**config.mk**
```make
export PLATFORM = sky130hd
export DESIGN_NAME = mpf_pipe_std
export DESIGN_NICKNAME = d
export VERILOG_FILES = /design/src/verilog/mpf_lite_pkg.sv /design/src/verilog/mpf_credit_fifo.sv /design/src/verilog/mpf_edge_afu.sv /design/src/verilog/mpf_rsp_order.sv /design/src/verilog/mpf_pipe_std.sv
export SDC_FILE = /design/constraint.sdc
export NUM_CORES = 1
export LEC_CHECK = 0
export BUFFER_PORTS_ARGS = -buffer_cell sky130_fd_sc_hd__buf_2
export CAP_MARGIN = 20
export CORE_ASPECT_RATIO = 0.75
export CORE_MARGIN = 4
export CORE_UTILIZATION = 60
export CTS_BUF_LIST = sky130_fd_sc_hd__clkbuf_8
export DETAILED_ROUTE_END_ITERATION = 12
export MAX_ROUTING_LAYER = met4
export PLACE_DENSITY_LB_ADDON = 0.25
export SLEW_MARGIN = 0
export SYNTH_ARGS = -nofsm -noshare
export SYNTH_HDL_FRONTEND = slang
export SYNTH_SLANG_ARGS = --single-unit
```
**constraint.sdc**
```tcl
create_clock -name clk -period 7.3 [get_ports clk]
set_input_delay 0.365 -clock clk [delete_from_list [all_inputs] [get_ports clk]]
set_output_delay 0.365 -clock clk [all_outputs]
set_load 0.05 [all_outputs]
```
**src/verilog/mpf_lite_pkg.sv**
```systemverilog
// Shared widths and payload types for the mpf_lite read shim
// Every RTL module that carries requests or responses imports this package
// The four structs cover the AFU side and the FIU side of the pipeline

package mpf_lite_pkg;

    // Line address width, on both the virtual and the physical side
    localparam int MPF_ADDR_W = 32;

    // One read response carries a single beat of this width
    localparam int MPF_DATA_W = 64;

    // Opaque AFU metadata that is returned untouched with the response
    localparam int MPF_USER_W = 8;

    // Reorder slot index sent to memory as the tag
    // Limits the number of reorder slots to 16
    localparam int MPF_TAG_W = 4;

    // Read request as the AFU issues it
    typedef struct packed {
        logic [MPF_ADDR_W-1:0] addr;
        logic [MPF_USER_W-1:0] user;
    } mpf_afu_req_t;

    // Read request toward memory, with the user field swapped for a tag
    typedef struct packed {
        logic [MPF_ADDR_W-1:0] addr;
        logic [MPF_TAG_W-1:0]  tag;
    } mpf_fiu_req_t;

    // Read response from memory, possibly out of request order
    typedef struct packed {
        logic [MPF_DATA_W-1:0] data;
        logic [MPF_TAG_W-1:0]  tag;
    } mpf_fiu_rsp_t;

    // Read response toward the AFU, always in request order
    typedef struct packed {
        logic [MPF_DATA_W-1:0] data;
        logic [MPF_USER_W-1:0] user;
    } mpf_afu_rsp_t;

endpackage

```
**src/verilog/mpf_credit_fifo.sv**
```systemverilog
// Credit-managed FIFO used between the stages of the read shim
// The sender spends one credit per write and starts with DEPTH credits
// The FIFO returns one credit pulse for every entry popped at its head
// The payload type is a parameter so one module buffers any struct

module mpf_credit_fifo
  #(
    parameter int DEPTH = 4,
    parameter type payload_t = logic [7:0]
    )
   (
    input  logic     clk,
    input  logic     rst_n,

    // Write side, credit based
    input  logic     in_valid,
    input  payload_t in_data,
    output logic     in_credit,

    // Read side, the consumer pops the head when it takes it
    output logic     out_valid,
    output payload_t out_data,
    input  logic     out_pop
    );

    localparam int PTR_W = (DEPTH > 1) ? $clog2(DEPTH) : 1;
    localparam int CNT_W = $clog2(DEPTH + 1);

    payload_t         mem [DEPTH];
    logic [PTR_W-1:0] wr_ptr;
    logic [PTR_W-1:0] rd_ptr;
    logic [CNT_W-1:0] count;

    // Head is visible the cycle after it was written, since count is registered
    assign out_valid = (count != '0);
    assign out_data  = mem[rd_ptr];

    // Storage array
    // The sender never writes without a credit, so a write never hits a full FIFO
    always_ff @(posedge clk)
    begin
        if (in_valid)
        begin
            mem[wr_ptr] <= in_data;
        end
    end

    // Pointers, occupancy and the credit return
    always_ff @(posedge clk or negedge rst_n)
    begin
        if (!rst_n)
        begin
            wr_ptr    <= '0;
            rd_ptr    <= '0;
            count     <= '0;
            in_credit <= 1'b0;
        end
        else
        begin
            if (in_valid)
            begin
                // Wrap explicitly so DEPTH need not be a power of two
                wr_ptr <= (wr_ptr == PTR_W'(DEPTH - 1)) ? '0 : wr_ptr + 1'b1;
            end

            if (out_pop)
            begin
                rd_ptr <= (rd_ptr == PTR_W'(DEPTH - 1)) ? '0 : rd_ptr + 1'b1;
            end

            count <= count + CNT_W'(in_valid) - CNT_W'(out_pop);

            // One freed entry is one credit, sent in the cycle after the pop
            in_credit <= out_pop;
        end
    end

endmodule

```
**src/verilog/mpf_edge_afu.sv**
```systemverilog
// AFU edge of the read shim
// Accepts AFU read requests into a small in-order staging buffer and
// forwards them to the request FIFO whenever a FIFO credit is held.
// On the way out each line address is rebased by mem_base, a stand-in
// for address translation. Each forwarded request returns a credit to
// the AFU, which starts with EDGE_SLOTS credits.

module mpf_edge_afu
    import mpf_lite_pkg::*;
  #(
    parameter int EDGE_SLOTS = 2,
    parameter int REQ_FIFO_DEPTH = 4
    )
   (
    input  logic                  clk,
    input  logic                  rst_n,

    // AFU request port, credit based
    input  logic                  afu_req_valid,
    input  mpf_afu_req_t          afu_req,
    output logic                  afu_req_credit,

    // Base added to every virtual line address
    input  logic [MPF_ADDR_W-1:0] mem_base,

    // Toward the request FIFO
    output logic                  req_valid,
    output mpf_afu_req_t          req,
    input  logic                  req_credit
    );

    localparam int PTR_W = (EDGE_SLOTS > 1) ? $clog2(EDGE_SLOTS) : 1;
    localparam int CNT_W = $clog2(EDGE_SLOTS + 1);
    localparam int CRD_W = $clog2(REQ_FIFO_DEPTH + 1);

    mpf_afu_req_t     stage [EDGE_SLOTS];
    logic [PTR_W-1:0] st_wr_ptr;
    logic [PTR_W-1:0] st_rd_ptr;
    logic [CNT_W-1:0] st_count;
    logic [CRD_W-1:0] req_credits;
    logic             send;

    // ========================================================================
    // Staging buffer
    // ========================================================================

    // The AFU only writes while it holds a credit, so no full check here
    always_ff @(posedge clk)
    begin
        if (afu_req_valid)
        begin
            stage[st_wr_ptr] <= afu_req;
        end
    end

    // ========================================================================
    // Forwarding and address rebase
    // ========================================================================

    // Oldest staged request leaves as soon as a request FIFO credit exists
    assign send      = (st_count != '0) && (req_credits != '0);
    assign req_valid = send;

    always_comb
    begin
        req = stage[st_rd_ptr];
        // Modulo 2^32 by truncation to the address width
        req.addr = stage[st_rd_ptr].addr + mem_base;
    end

    // ========================================================================
    // Control state and credit accounting
    // ========================================================================

    always_ff @(posedge clk or negedge rst_n)
    begin
        if (!rst_n)
        begin
            st_wr_ptr      <= '0;
            st_rd_ptr      <= '0;
            st_count       <= '0;
            req_credits    <= CRD_W'(REQ_FIFO_DEPTH);
            afu_req_credit <= 1'b0;
        end
        else
        begin
            if (afu_req_valid)
            begin
                st_wr_ptr <= (st_wr_ptr == PTR_W'(EDGE_SLOTS - 1)) ? '0 : st_wr_ptr + 1'b1;
            end

            if (send)
            begin
                st_rd_ptr <= (st_rd_ptr == PTR_W'(EDGE_SLOTS - 1)) ? '0 : st_rd_ptr + 1'b1;
            end

            st_count <= st_count + CNT_W'(afu_req_valid) - CNT_W'(send);

            // Spend one credit per forwarded request, regain one per FIFO pop
            req_credits <= req_credits + CRD_W'(req_credit) - CRD_W'(send);

            // The freed staging slot goes back to the AFU one cycle later
            afu_req_credit <= send;
        end
    end

endmodule

```
**src/verilog/mpf_rsp_order.sv**
```systemverilog
// Response ordering stage of the read shim
// Pops requests from the request FIFO, allocates a reorder slot for each
// and sends it to memory tagged with the slot index. Memory may answer in
// any order; responses land in their slots and leave toward the AFU strictly
// in allocation order, one per cycle, with the AFU user field restored.
// The AFU response link has no back-pressure.

module mpf_rsp_order
    import mpf_lite_pkg::*;
  #(
    parameter int MAX_ACTIVE_REQS = 8,
    parameter int FIU_CREDITS = 4
    )
   (
    input  logic         clk,
    input  logic         rst_n,

    // Head of the request FIFO
    input  logic         req_valid,
    input  mpf_afu_req_t req,
    output logic         req_pop,

    // Memory request port, credit based
    output logic         fiu_req_valid,
    output mpf_fiu_req_t fiu_req,
    input  logic         fiu_req_credit,

    // Head of the response FIFO
    input  logic         rsp_valid,
    input  mpf_fiu_rsp_t rsp,
    output logic         rsp_pop,

    // In-order responses to the AFU
    output logic         afu_rsp_valid,
    output mpf_afu_rsp_t afu_rsp
    );

    localparam int SLOT_W = (MAX_ACTIVE_REQS > 1) ? $clog2(MAX_ACTIVE_REQS) : 1;
    localparam int ACT_W  = $clog2(MAX_ACTIVE_REQS + 1);
    localparam int CRD_W  = $clog2(FIU_CREDITS + 1);

    // Reorder slot contents, no reset needed since filled guards them
    logic [MPF_USER_W-1:0]      slot_user [MAX_ACTIVE_REQS];
    logic [MPF_DATA_W-1:0]      slot_data [MAX_ACTIVE_REQS];
    logic [MAX_ACTIVE_REQS-1:0] slot_filled;

    logic [SLOT_W-1:0]          head;
    logic [SLOT_W-1:0]          tail;
    logic [ACT_W-1:0]           active_cnt;
    logic [CRD_W-1:0]           fiu_credits;
    logic [SLOT_W-1:0]          rsp_slot;
    logic                       issue;
    logic                       emit;

    // ========================================================================
    // Request side
    // ========================================================================

    // A request needs a free slot and a memory credit before it is popped
    assign issue   = req_valid &&
                     (active_cnt < ACT_W'(MAX_ACTIVE_REQS)) &&
                     (fiu_credits != '0);
    assign req_pop = issue;

    // ========================================================================
    // Response side
    // ========================================================================

    // Every response has a slot waiting for it, so the FIFO head is always taken
    assign rsp_pop  = rsp_valid;
    assign rsp_slot = rsp.tag[SLOT_W-1:0];

    // Oldest slot leaves once its data has arrived
    assign emit = slot_filled[head];

    // ========================================================================
    // Slot storage and output payloads
    // ========================================================================

    always_ff @(posedge clk)
    begin
        if (issue)
        begin
            slot_user[tail] <= req.user;
            fiu_req.addr    <= req.addr;
            fiu_req.tag     <= MPF_TAG_W'(tail);
        end

        if (rsp_valid)
        begin
            slot_data[rsp_slot] <= rsp.data;
        end

        if (emit)
        begin
            afu_rsp.data <= slot_data[head];
            afu_rsp.user <= slot_user[head];
        end
    end

    // ========================================================================
    // Slot allocation, credits and valids
    // ========================================================================

    always_ff @(posedge clk or negedge rst_n)
    begin
        if (!rst_n)
        begin
            slot_filled   <= '0;
            head          <= '0;
            tail          <= '0;
            active_cnt    <= '0;
            fiu_credits   <= CRD_W'(FIU_CREDITS);
            fiu_req_valid <= 1'b0;
            afu_rsp_valid <= 1'b0;
        end
        else
        begin
            // A filling slot is never the head being emitted, the head is already full
            if (rsp_valid)
            begin
                slot_filled[rsp_slot] <= 1'b1;
            end

            if (emit)
            begin
                slot_filled[head] <= 1'b0;
                head <= (head == SLOT_W'(MAX_ACTIVE_REQS - 1)) ? '0 : head + 1'b1;
            end

            if (issue)
            begin
                tail <= (tail == SLOT_W'(MAX_ACTIVE_REQS - 1)) ? '0 : tail + 1'b1;
            end

            active_cnt <= active_cnt + ACT_W'(issue) - ACT_W'(emit);

            // The credit is spent at the pop, the request goes out a cycle later
            fiu_credits   <= fiu_credits + CRD_W'(fiu_req_credit) - CRD_W'(issue);
            fiu_req_valid <= issue;
            afu_rsp_valid <= emit;
        end
    end

endmodule

```
**src/verilog/mpf_pipe_std.sv**
```systemverilog
// Top level of the mpf_lite read shim
// Chains the AFU edge, the request FIFO, the response ordering stage and
// the response FIFO. The AFU connects on the afu_* ports and memory on the
// fiu_* ports; every link except the AFU response uses credits.

module mpf_pipe_std
    import mpf_lite_pkg::*;
  #(
    parameter int EDGE_SLOTS = 2,
    parameter int REQ_FIFO_DEPTH = 4,
    parameter int RSP_FIFO_DEPTH = 4,
    parameter int MAX_ACTIVE_REQS = 8,
    parameter int FIU_CREDITS = 4
    )
   (
    input  logic                  clk,
    input  logic                  rst_n,
    input  logic [MPF_ADDR_W-1:0] mem_base,

    // AFU side
    input  logic                  afu_req_valid,
    input  mpf_afu_req_t          afu_req,
    output logic                  afu_req_credit,
    output logic                  afu_rsp_valid,
    output mpf_afu_rsp_t          afu_rsp,

    // Memory side
    output logic                  fiu_req_valid,
    output mpf_fiu_req_t          fiu_req,
    input  logic                  fiu_req_credit,
    input  logic                  fiu_rsp_valid,
    input  mpf_fiu_rsp_t          fiu_rsp,
    output logic                  fiu_rsp_credit
    );

    logic         edge_req_valid;
    mpf_afu_req_t edge_req;
    logic         edge_req_credit;
    logic         ord_req_valid;
    mpf_afu_req_t ord_req;
    logic         ord_req_pop;
    logic         ord_rsp_valid;
    mpf_fiu_rsp_t ord_rsp;
    logic         ord_rsp_pop;

    // ========================================================================
    // AFU edge, staging and address rebase
    // ========================================================================

    mpf_edge_afu #(.EDGE_SLOTS(EDGE_SLOTS), .REQ_FIFO_DEPTH(REQ_FIFO_DEPTH)) edge_afu (
        .clk, .rst_n, .afu_req_valid, .afu_req, .afu_req_credit, .mem_base,
        .req_valid(edge_req_valid), .req(edge_req), .req_credit(edge_req_credit));

    // ========================================================================
    // Request buffer between the edge and the ordering stage
    // ========================================================================

    mpf_credit_fifo #(.DEPTH(REQ_FIFO_DEPTH), .payload_t(mpf_afu_req_t)) req_fifo (
        .clk, .rst_n,
        .in_valid(edge_req_valid), .in_data(edge_req), .in_credit(edge_req_credit),
        .out_valid(ord_req_valid), .out_data(ord_req), .out_pop(ord_req_pop));

    // ========================================================================
    // Response buffer on the memory side
    // ========================================================================

    // Memory starts with RSP_FIFO_DEPTH credits toward this buffer
    mpf_credit_fifo #(.DEPTH(RSP_FIFO_DEPTH), .payload_t(mpf_fiu_rsp_t)) rsp_fifo (
        .clk, .rst_n,
        .in_valid(fiu_rsp_valid), .in_data(fiu_rsp), .in_credit(fiu_rsp_credit),
        .out_valid(ord_rsp_valid), .out_data(ord_rsp), .out_pop(ord_rsp_pop));

    // ========================================================================
    // Tagging, issue to memory and in-order response release
    // ========================================================================

    mpf_rsp_order #(.MAX_ACTIVE_REQS(MAX_ACTIVE_REQS), .FIU_CREDITS(FIU_CREDITS)) rsp_order (
        .clk, .rst_n,
        .req_valid(ord_req_valid), .req(ord_req), .req_pop(ord_req_pop),
        .fiu_req_valid, .fiu_req, .fiu_req_credit,
        .rsp_valid(ord_rsp_valid), .rsp(ord_rsp), .rsp_pop(ord_rsp_pop),
        .afu_rsp_valid, .afu_rsp);

endmodule

```
---- Word-level counts from Yosys, hierarchy flattened ----
Memory sizes are Yosys's and may differ from the RTL's. A register that Yosys moved wholly into a read port is not among the register bits.
Cells that the tools add are included.
word-level totals
  register bits ........................... 81
  bits in writable memories ............... 1088
  input bits .............................. 145
  output and inout port bits .............. 112
  logic and storage cells ................. 97
  memories kept ........................... 5
memory list
  name                 depth  bits a word  read ports  clocked after memory_dff  write ports  RTL line               source
  rsp_order.slot_data  8      64           1           1                         1            mpf_rsp_order.sv:44    logic [MPF_DATA_W-1:0] slot_data [MAX_ACTIVE_REQS];
  rsp_fifo.mem         4      68           1           0                         1            mpf_credit_fifo.sv:29  payload_t mem [DEPTH];
  req_fifo.mem         4      40           1           0                         1            mpf_credit_fifo.sv:29
  edge_afu.stage       2      40           1           0                         1            mpf_edge_afu.sv:36     mpf_afu_req_t stage [EDGE_SLOTS];
  rsp_order.slot_user  8      8            1           1                         1            mpf_rsp_order.sv:43    logic [MPF_USER_W-1:0] slot_user [MAX_ACTIVE_REQS];
operators by class
  $add $sub $neg .......................... 21
  order comparisons ....................... 5
  eq/ne operators ......................... 6
  muxes and demuxes ....................... 26
  bitwise logic cells ..................... 3
  reduce and logical (&&, ||, !) cells .... 10
operators by type and width
  operator                                              number
  adder 32 bit                                          1
  2-to-1 mux 8 bit                                      2
  2-to-1 mux 1 bit                                      15
  adder 3 x 1 -> 3 bit                                  4
  nonzero test 3 bit                                    4
  subtractor 3 x 1 -> 3 bit                             4
  adder 2 x 1 -> 2 bit (second input constant)          4
  bitwise AND 8 bit                                     1
  == test 2 bit (second input constant)                 4
  < comparator 3 x 4 -> 1 bit (second input constant)   2
  2-to-1 mux 2 bit                                      4
  inverter 8 bit                                        1
  OR 8 bit                                              1
  adder 3 x 1 -> 3 bit (second input constant)          2
  demux 1 bit (select 3 bit)                            2
  == test 3 bit (second input constant)                 2
  >= comparator 3 x 1 -> 1 bit (second input constant)  2
  2-to-1 mux 3 bit                                      2
  logical AND 1 bit                                     5
  adder 4 x 1 -> 4 bit                                  1
  < comparator 4 bit (second input constant)            1
  subtractor 4 x 1 -> 4 bit                             1
  binary-select mux 1 bit (select 3 bit)                1
  adder 1 bit (second input constant)                   2
  3 further kinds                                       3

---- Longest topological paths before layout ----
An unclocked memory read counts as a cell.
  word-level depth ........................ 9
  gate-level depth with buffers ........... 13
  mapped depth without buffers ............ 13

---- Hierarchy ----
Synthesis repeated with hierarchy kept, for this count alone.
second synthesis, totals
  cells, all modules ...................... 2348
  area, all modules ....................... 47618.2 µm²
modules (own cells, without submodules)
  module                       times used  cells each  area each (µm²)  sequential area each (µm²)
  mpf_rsp_order                1           1336        26195.1          21086.5
  mpf_credit_fifo at rsp_fifo  1           392         10321.1          8368.0
  mpf_credit_fifo at req_fifo  1           246         6256.0           5004.8
  mpf_edge_afu                 1           374         4845.9           2603.7

---- Worst setup path after synthesis ----
Ideal clock, no wire load.
  path type ............................... reg-to-reg
  start ................................... register rsp_order.fiu_credits[2]
  end ..................................... memory rsp_order.slot_user[5][0] (enable)
  library setup time ...................... 385 ps
  arrival ................................. 4923 ps
  data required time ...................... 6915 ps
  setup slack ............................. 1992 ps
  stages on the path, launching flop included .. 5
  buffers on the path ..................... 0
  clock period less this slack ............ 5308 ps
  cell sequence ........................... dfstp_2 > nor3_1 > nor3_1 > nand2_1 > nor3b_1
on the way
  cells in the longest elaborated chain, start to end .. 4
RTL lines
  element                                 RTL line              source
  start, declared                         mpf_rsp_order.sv:50   logic [CRD_W-1:0] fiu_credits;
  start signal, assigned                  mpf_rsp_order.sv:113  fiu_credits <= CRD_W'(FIU_CREDITS);
  start signal, assigned                  mpf_rsp_order.sv:139  fiu_credits <= fiu_credits + CRD_W'(fiu_req_credit) - CRD_W'(issue);
  nonzero test 3 bit                      mpf_rsp_order.sv:62   (fiu_credits != '0);
  logical AND 1 bit                       mpf_rsp_order.sv:61   (active_cnt < ACT_W'(MAX_ACTIVE_REQS)) &&
  net ord_req_pop                         mpf_pipe_std.sv:41    logic ord_req_pop;
  2-to-1 mux 1 bit                        mpf_rsp_order.sv:82   if (issue)
  2-to-1 mux 1 bit (implied by the code)  mpf_rsp_order.sv:84   slot_user[tail] <= req.user;
  end, declared                           mpf_rsp_order.sv:43
The timed path passes the listed nets, and every way through them passes these cells.

---- Final worst setup path ----
  start ................................... register rsp_order.head[1]
  end ..................................... register rsp_order.active_cnt[2]
on the way
  cells in the longest elaborated chain, start to end .. 3
RTL lines
  element                                 RTL line              source
  start, declared                         mpf_rsp_order.sv:47   logic [SLOT_W-1:0] head;
  start signal, assigned                  mpf_rsp_order.sv:128  head <= (head == SLOT_W'(MAX_ACTIVE_REQS - 1)) ? '0 : head + 1'b1;
  binary-select mux 1 bit (select 3 bit)  mpf_rsp_order.sv:74   assign emit = slot_filled[head];
  2-to-1 mux 1 bit (implied by the code)  mpf_rsp_order.sv:74
  net rsp_order.emit                      mpf_rsp_order.sv:53   logic emit;
  subtractor 4 x 1 -> 4 bit               mpf_rsp_order.sv:136  active_cnt <= active_cnt + ACT_W'(issue) - ACT_W'(emit);
  end signal, assigned                    mpf_rsp_order.sv:136
  end, declared                           mpf_rsp_order.sv:49   logic [ACT_W-1:0] active_cnt;
The timed path passes the listed nets, and every way through them passes these cells. The select of a mux whose other input is x is not followed.
A chain may end at the register's enable or synchronous reset.

==> results.md <==
- Run status: finished clean
- Overall die area: 83000 um2
- Starting utilization of the core area: 60.87%
- Post-cts resize count: 0
- Share of synthesized flip-flops with an asynchronous set or reset: 3.719%
- Fraction of final layout cells sized beyond drive strength 1: 26.74%
- Max incr delay on CP: 0.85 ns
- Critical Path Start Type: register
- Area grow syn2layout: 15.05%
- Post-Route Utilization: 70.03%
- Register share of total power: 48.8%
- Total GRT Usage: 25.90%
- Clock tree buffer depth: 3
- Min-Delay Path Class: primary input to register
- Inserted Clock Buffers: 180
- Headroom to the max-slew limit: 23.82%
- Vias in the first global route: 25760
- Slowest library cell on the worst path: buf_4
- Relative contribution of combinational cells to total power: 30.1%
- Highest attainable clock frequency: 205.4 MHz
- Post-layout instance count excluding filler cells: 4065
- Critical Path Fanout Max: 65
- Critical path buffer and inverter count: 4
- Antenna violations before repair: 13
- Slew at the pin closest to its max-slew limit: 1.140 ns
- Crit path cell chain: buf_4, mux2i_1, nor2_1, a21oi_1, o21ai_1, a21oi_1, clkinv_2, ha_1, inv_1, ha_1, inv_1, fa_1, xnor2_1
- Sinks on the clock net: 1237
- Period minus WS final: 4.868 ns
- Post-Synthesis Cell Area: 47050 um2
- First-pass GRT wire length: 155.5 mm
- Instance count after placement with tap cells included: 3611
- Final WL: 104.7 mm
- Synth top area cells: edfxtp_1 (76%), mux4_2 (6.0%), mux2_2 (2.8%), dfrtp_1 (2.3%), ha_1 (1.6%)
- Total gr overflow: 0
- DR WL/cell: 25.76 um
- CTS root buf: clkbuf_8
- Worst-path clk slew: 0.06 ns
- HPWL after detailed placement: 61.76 mm
- Area taken by flip-flops and latches: 36940 um2
- Detailed router's first-iteration violation count: 2895
- Final estimated routing congestion in global placement: 0.9160
- Share of synthesized area occupied by flip-flops and latches: 78.47%
- IO Count: 257
- Die outline height: 250.5 um
- IR drop worst, VDD: 0.0006390 V
- Vias after detailed routing: 24980
- Power Dens Cells: 427.8 nW/um2
- Footprint of the multi-input gates: 9642 um2
- Total core area: 77290 um2
- TritonRoute pass-1 iters: 7
- Reported net switching power: 8.131 mW
- Final Net Count: 3085
- Clock latency at the later pin of the worst-skew pair: 0.81 ns
- Kind of capture point of the worst setup path: register
- Antenna violation net count after detailed routing: 0
- Library cell with the highest instance count after synthesis: edfxtp_1
- Share of Yosys cell area claimed by the top area cell type: 76.02%
- Required time of the critical path: 7.98 ns
- Number of flops mapped to enable cells by yosys: 1191
- Synthesized instance count: 2382
- Max-capacitance violation count: 0
- Critical path's top delay family: buffers and inverters
- Filler Cell Count: 4763
- Area leader, netlist: edfxtp_1
- Number of I/O port buffers: 254
- Synth Area per Inst: 19.75 um2
- Row count: 88
- Finish-stage setup viols: 0
- Die extent in x: 331.3 um
- Ratio of routed vias to standard cells: 6.146
- Int Power: 15.02 mW
- Final hold vios: 0
- Number of synthesized register bits: 1237
- Number of H-tree levels: 4
- Switching Fraction: 35.12%
- Total number of yosys warnings: 0
- Type of the worst setup path: register to register
- Endpoint arrival time on the critical path: 5.55 ns
- Final Power: 23.15 mW
- Leakage component of the power: 18.60 nW
- Pins Over Slew Limit: 0
- Drc violations: 0
- Top post-synthesis cells by count: edfxtp_1 (1191), mux4_2 (125), mux2_2 (116)
- Worst Skew: 0.03820 ns
- RSZ-0062 raised after global routing: no
- Maximum number of pins on one net before global-route repair: 69
- Count of distinct cell types in the synthesized netlist: 67
- Main synth FF type: edfxtp_1
- Net count after synthesis: 2592
- CTS tree: done
- Final critical-path share of the clock period: 66.69%
- Part of the total power dissipated in the clock network: 21.2%
- Fin Setup TNS: 0 ns
-- registers in the layout, indices dropped and copies added (netlist names), 2 cells and up --
signal	cells
edge_afu.req_credits	3
edge_afu.st_count	2
edge_afu.stage	80
req_fifo.count	3
req_fifo.mem	160
req_fifo.rd_ptr	2
req_fifo.wr_ptr	2
rsp_fifo.count	3
rsp_fifo.mem	268
rsp_fifo.rd_ptr	2
rsp_fifo.wr_ptr	2
rsp_order.active_cnt	4
rsp_order.afu_rsp	72
rsp_order.fiu_credits	3
rsp_order.fiu_req	35
rsp_order.head	3
rsp_order.slot_data	512
rsp_order.slot_filled	8
rsp_order.slot_user	64
rsp_order.tail	3
-- layout by cell type (no fill, tap or decap), types with 4 or more instances in the layout --
cell | synthesis | routed
a21o_1 | 15 | 15
a21oi_1 | 69 | 69
a221o_1 | 10 | 10
a221oi_1 | 81 | 81
a222oi_1 | 17 | 17
a22o_1 | 6 | 6
a22oi_1 | 32 | 32
a31oi_1 | 6 | 6
and2_2 | 1 | 10
buf_2 | 30 | 254
buf_4 | 1 | 45
clkbuf_8 | 0 | 184
clkinv_1 | 0 | 42
clkinv_2 | 0 | 12
clkinvlp_4 | 0 | 5
dfrtp_1 | 44 | 37
dfrtp_4 | 0 | 4
diode_2 | 0 | 12
dlygate4sd3_1 | 0 | 113
edfxtp_1 | 1191 | 1191
fa_1 | 6 | 6
ha_1 | 59 | 59
inv_1 | 49 | 122
mux2_2 | 116 | 116
mux2i_1 | 52 | 52
mux4_2 | 125 | 125
nand2_1 | 82 | 82
nand2b_1 | 7 | 7
nor2_1 | 80 | 67
nor2_4 | 0 | 12
nor3_1 | 13 | 10
o21ai_0 | 69 | 69
o21ai_1 | 5 | 5
o21bai_1 | 5 | 5
o221ai_1 | 8 | 8
o22ai_1 | 20 | 20
o31ai_1 | 5 | 5
xnor2_1 | 33 | 33
xor2_1 | 11 | 11
-- per-stage QoR --
step | worst slack [ns] | hold slack [ns] | cell area, um2
5_1_grt | 2.141 | 0.09827 | 54130
2_1_floorplan | 1.992 | 0.06941 | 47050
4_1_cts | 2.447 | 0.03079 | 54000
3_3_place_gp | 2.519 | 0.4573 | 49670
6_report | 2.432 | 0.1276 | 54130
3_5_place_dp | 2.481 | 0.4699 | 49700
-- worst register-to-register path, cell delays in order, from the launching register on --
cell and delay (ns):
dfrtp_4 0.71, buf_4 0.86, mux2i_1 0.30, nor2_1 0.05, a21oi_1 0.13, o21ai_1 0.07
a21oi_1 0.35, clkinv_2 0.85, ha_1 0.62, inv_1 0.06, ha_1 0.17, inv_1 0.07
fa_1 0.38, xnor2_1 0.13
-- worst paths after layout --
path / cells after the start / from / end / slack (ns)
setup / recovery: 13 / rsp_order.head[1] / rsp_order.active_cnt[2] / 2.43
hold / removal: 3 / mem_base[31] / req_fifo.mem[2][39] / 0.13
setup reg to reg: 13 / rsp_order.head[1] / rsp_order.active_cnt[2] / 2.43
hold reg to reg: 1 / edge_afu.st_count[1] / edge_afu.st_count[1] / 0.48
max in group asynchronous: 3 / rst_n / edge_afu.st_rd_ptr / 6.47
min in group asynchronous: 3 / rst_n / rsp_fifo.count[2] / 0.20
-- metal layers --
metal	global-route usage, %	share of wire, %
met3	7.287	12
met5	-	0
met2	37.51	46
met4	8.492	2.2
met1	36.22	40
-- timing repair --
| item | in CTS | in global routing |
|---|---|---|
| endpoints found under the hold margin | 407 | 0 |
| buffers inserted | 0 | 0 |
| hold buffers | 113 | 0 |
| setup endpoints to repair | 0 | 0 |
-- power groups by stage --
| stage | combinational (mW) | clock, mW | sequential [mW] |
|---|---|---|---|
| 2_1_floorplan | 3.80 | 0 | 11.9 |
| 3_3_place_gp | 6.56 | 0 | 11.3 |
| 3_5_place_dp | 6.78 | 0 | 11.4 |
| 4_1_cts | 6.85 | 4.99 | 11.3 |
| 5_1_grt | 7.40 | 5.34 | 11.4 |
| 6_report | 6.96 | 4.90 | 11.3 |
-- kinds of logic (layout without fill, tap and decap cells) --
group | count (synthesis) | in the layout | synth area share [%]
buffers and inverters | 155 | 791 | 1.324
xor gates and xnor gates | 44 | 44 | 0.8191
other | 1 | 13 | 0.007971
muxes | 293 | 293 | 9.867
adders and majority gates | 65 | 65 | 1.824
AOI/OAI and AO/OA | 371 | 371 | 5.657
DFF | 1237 | 1237 | 78.47
and+or+nand+nor | 216 | 216 | 2.029
-- layout make-up --
class | count | area share (%)
sequential | 1237 | 68.24
tap | 1035 | 2.392
clock inverter | 141 | 1.190
timing repair buffer | 417 | 5.289
multi-input combinational | 990 | 17.81
antenna | 12 | 0.05548
clock buffer | 184 | 4.679
inverter | 49 | 0.3421
(Power assumes the default switching activity.)
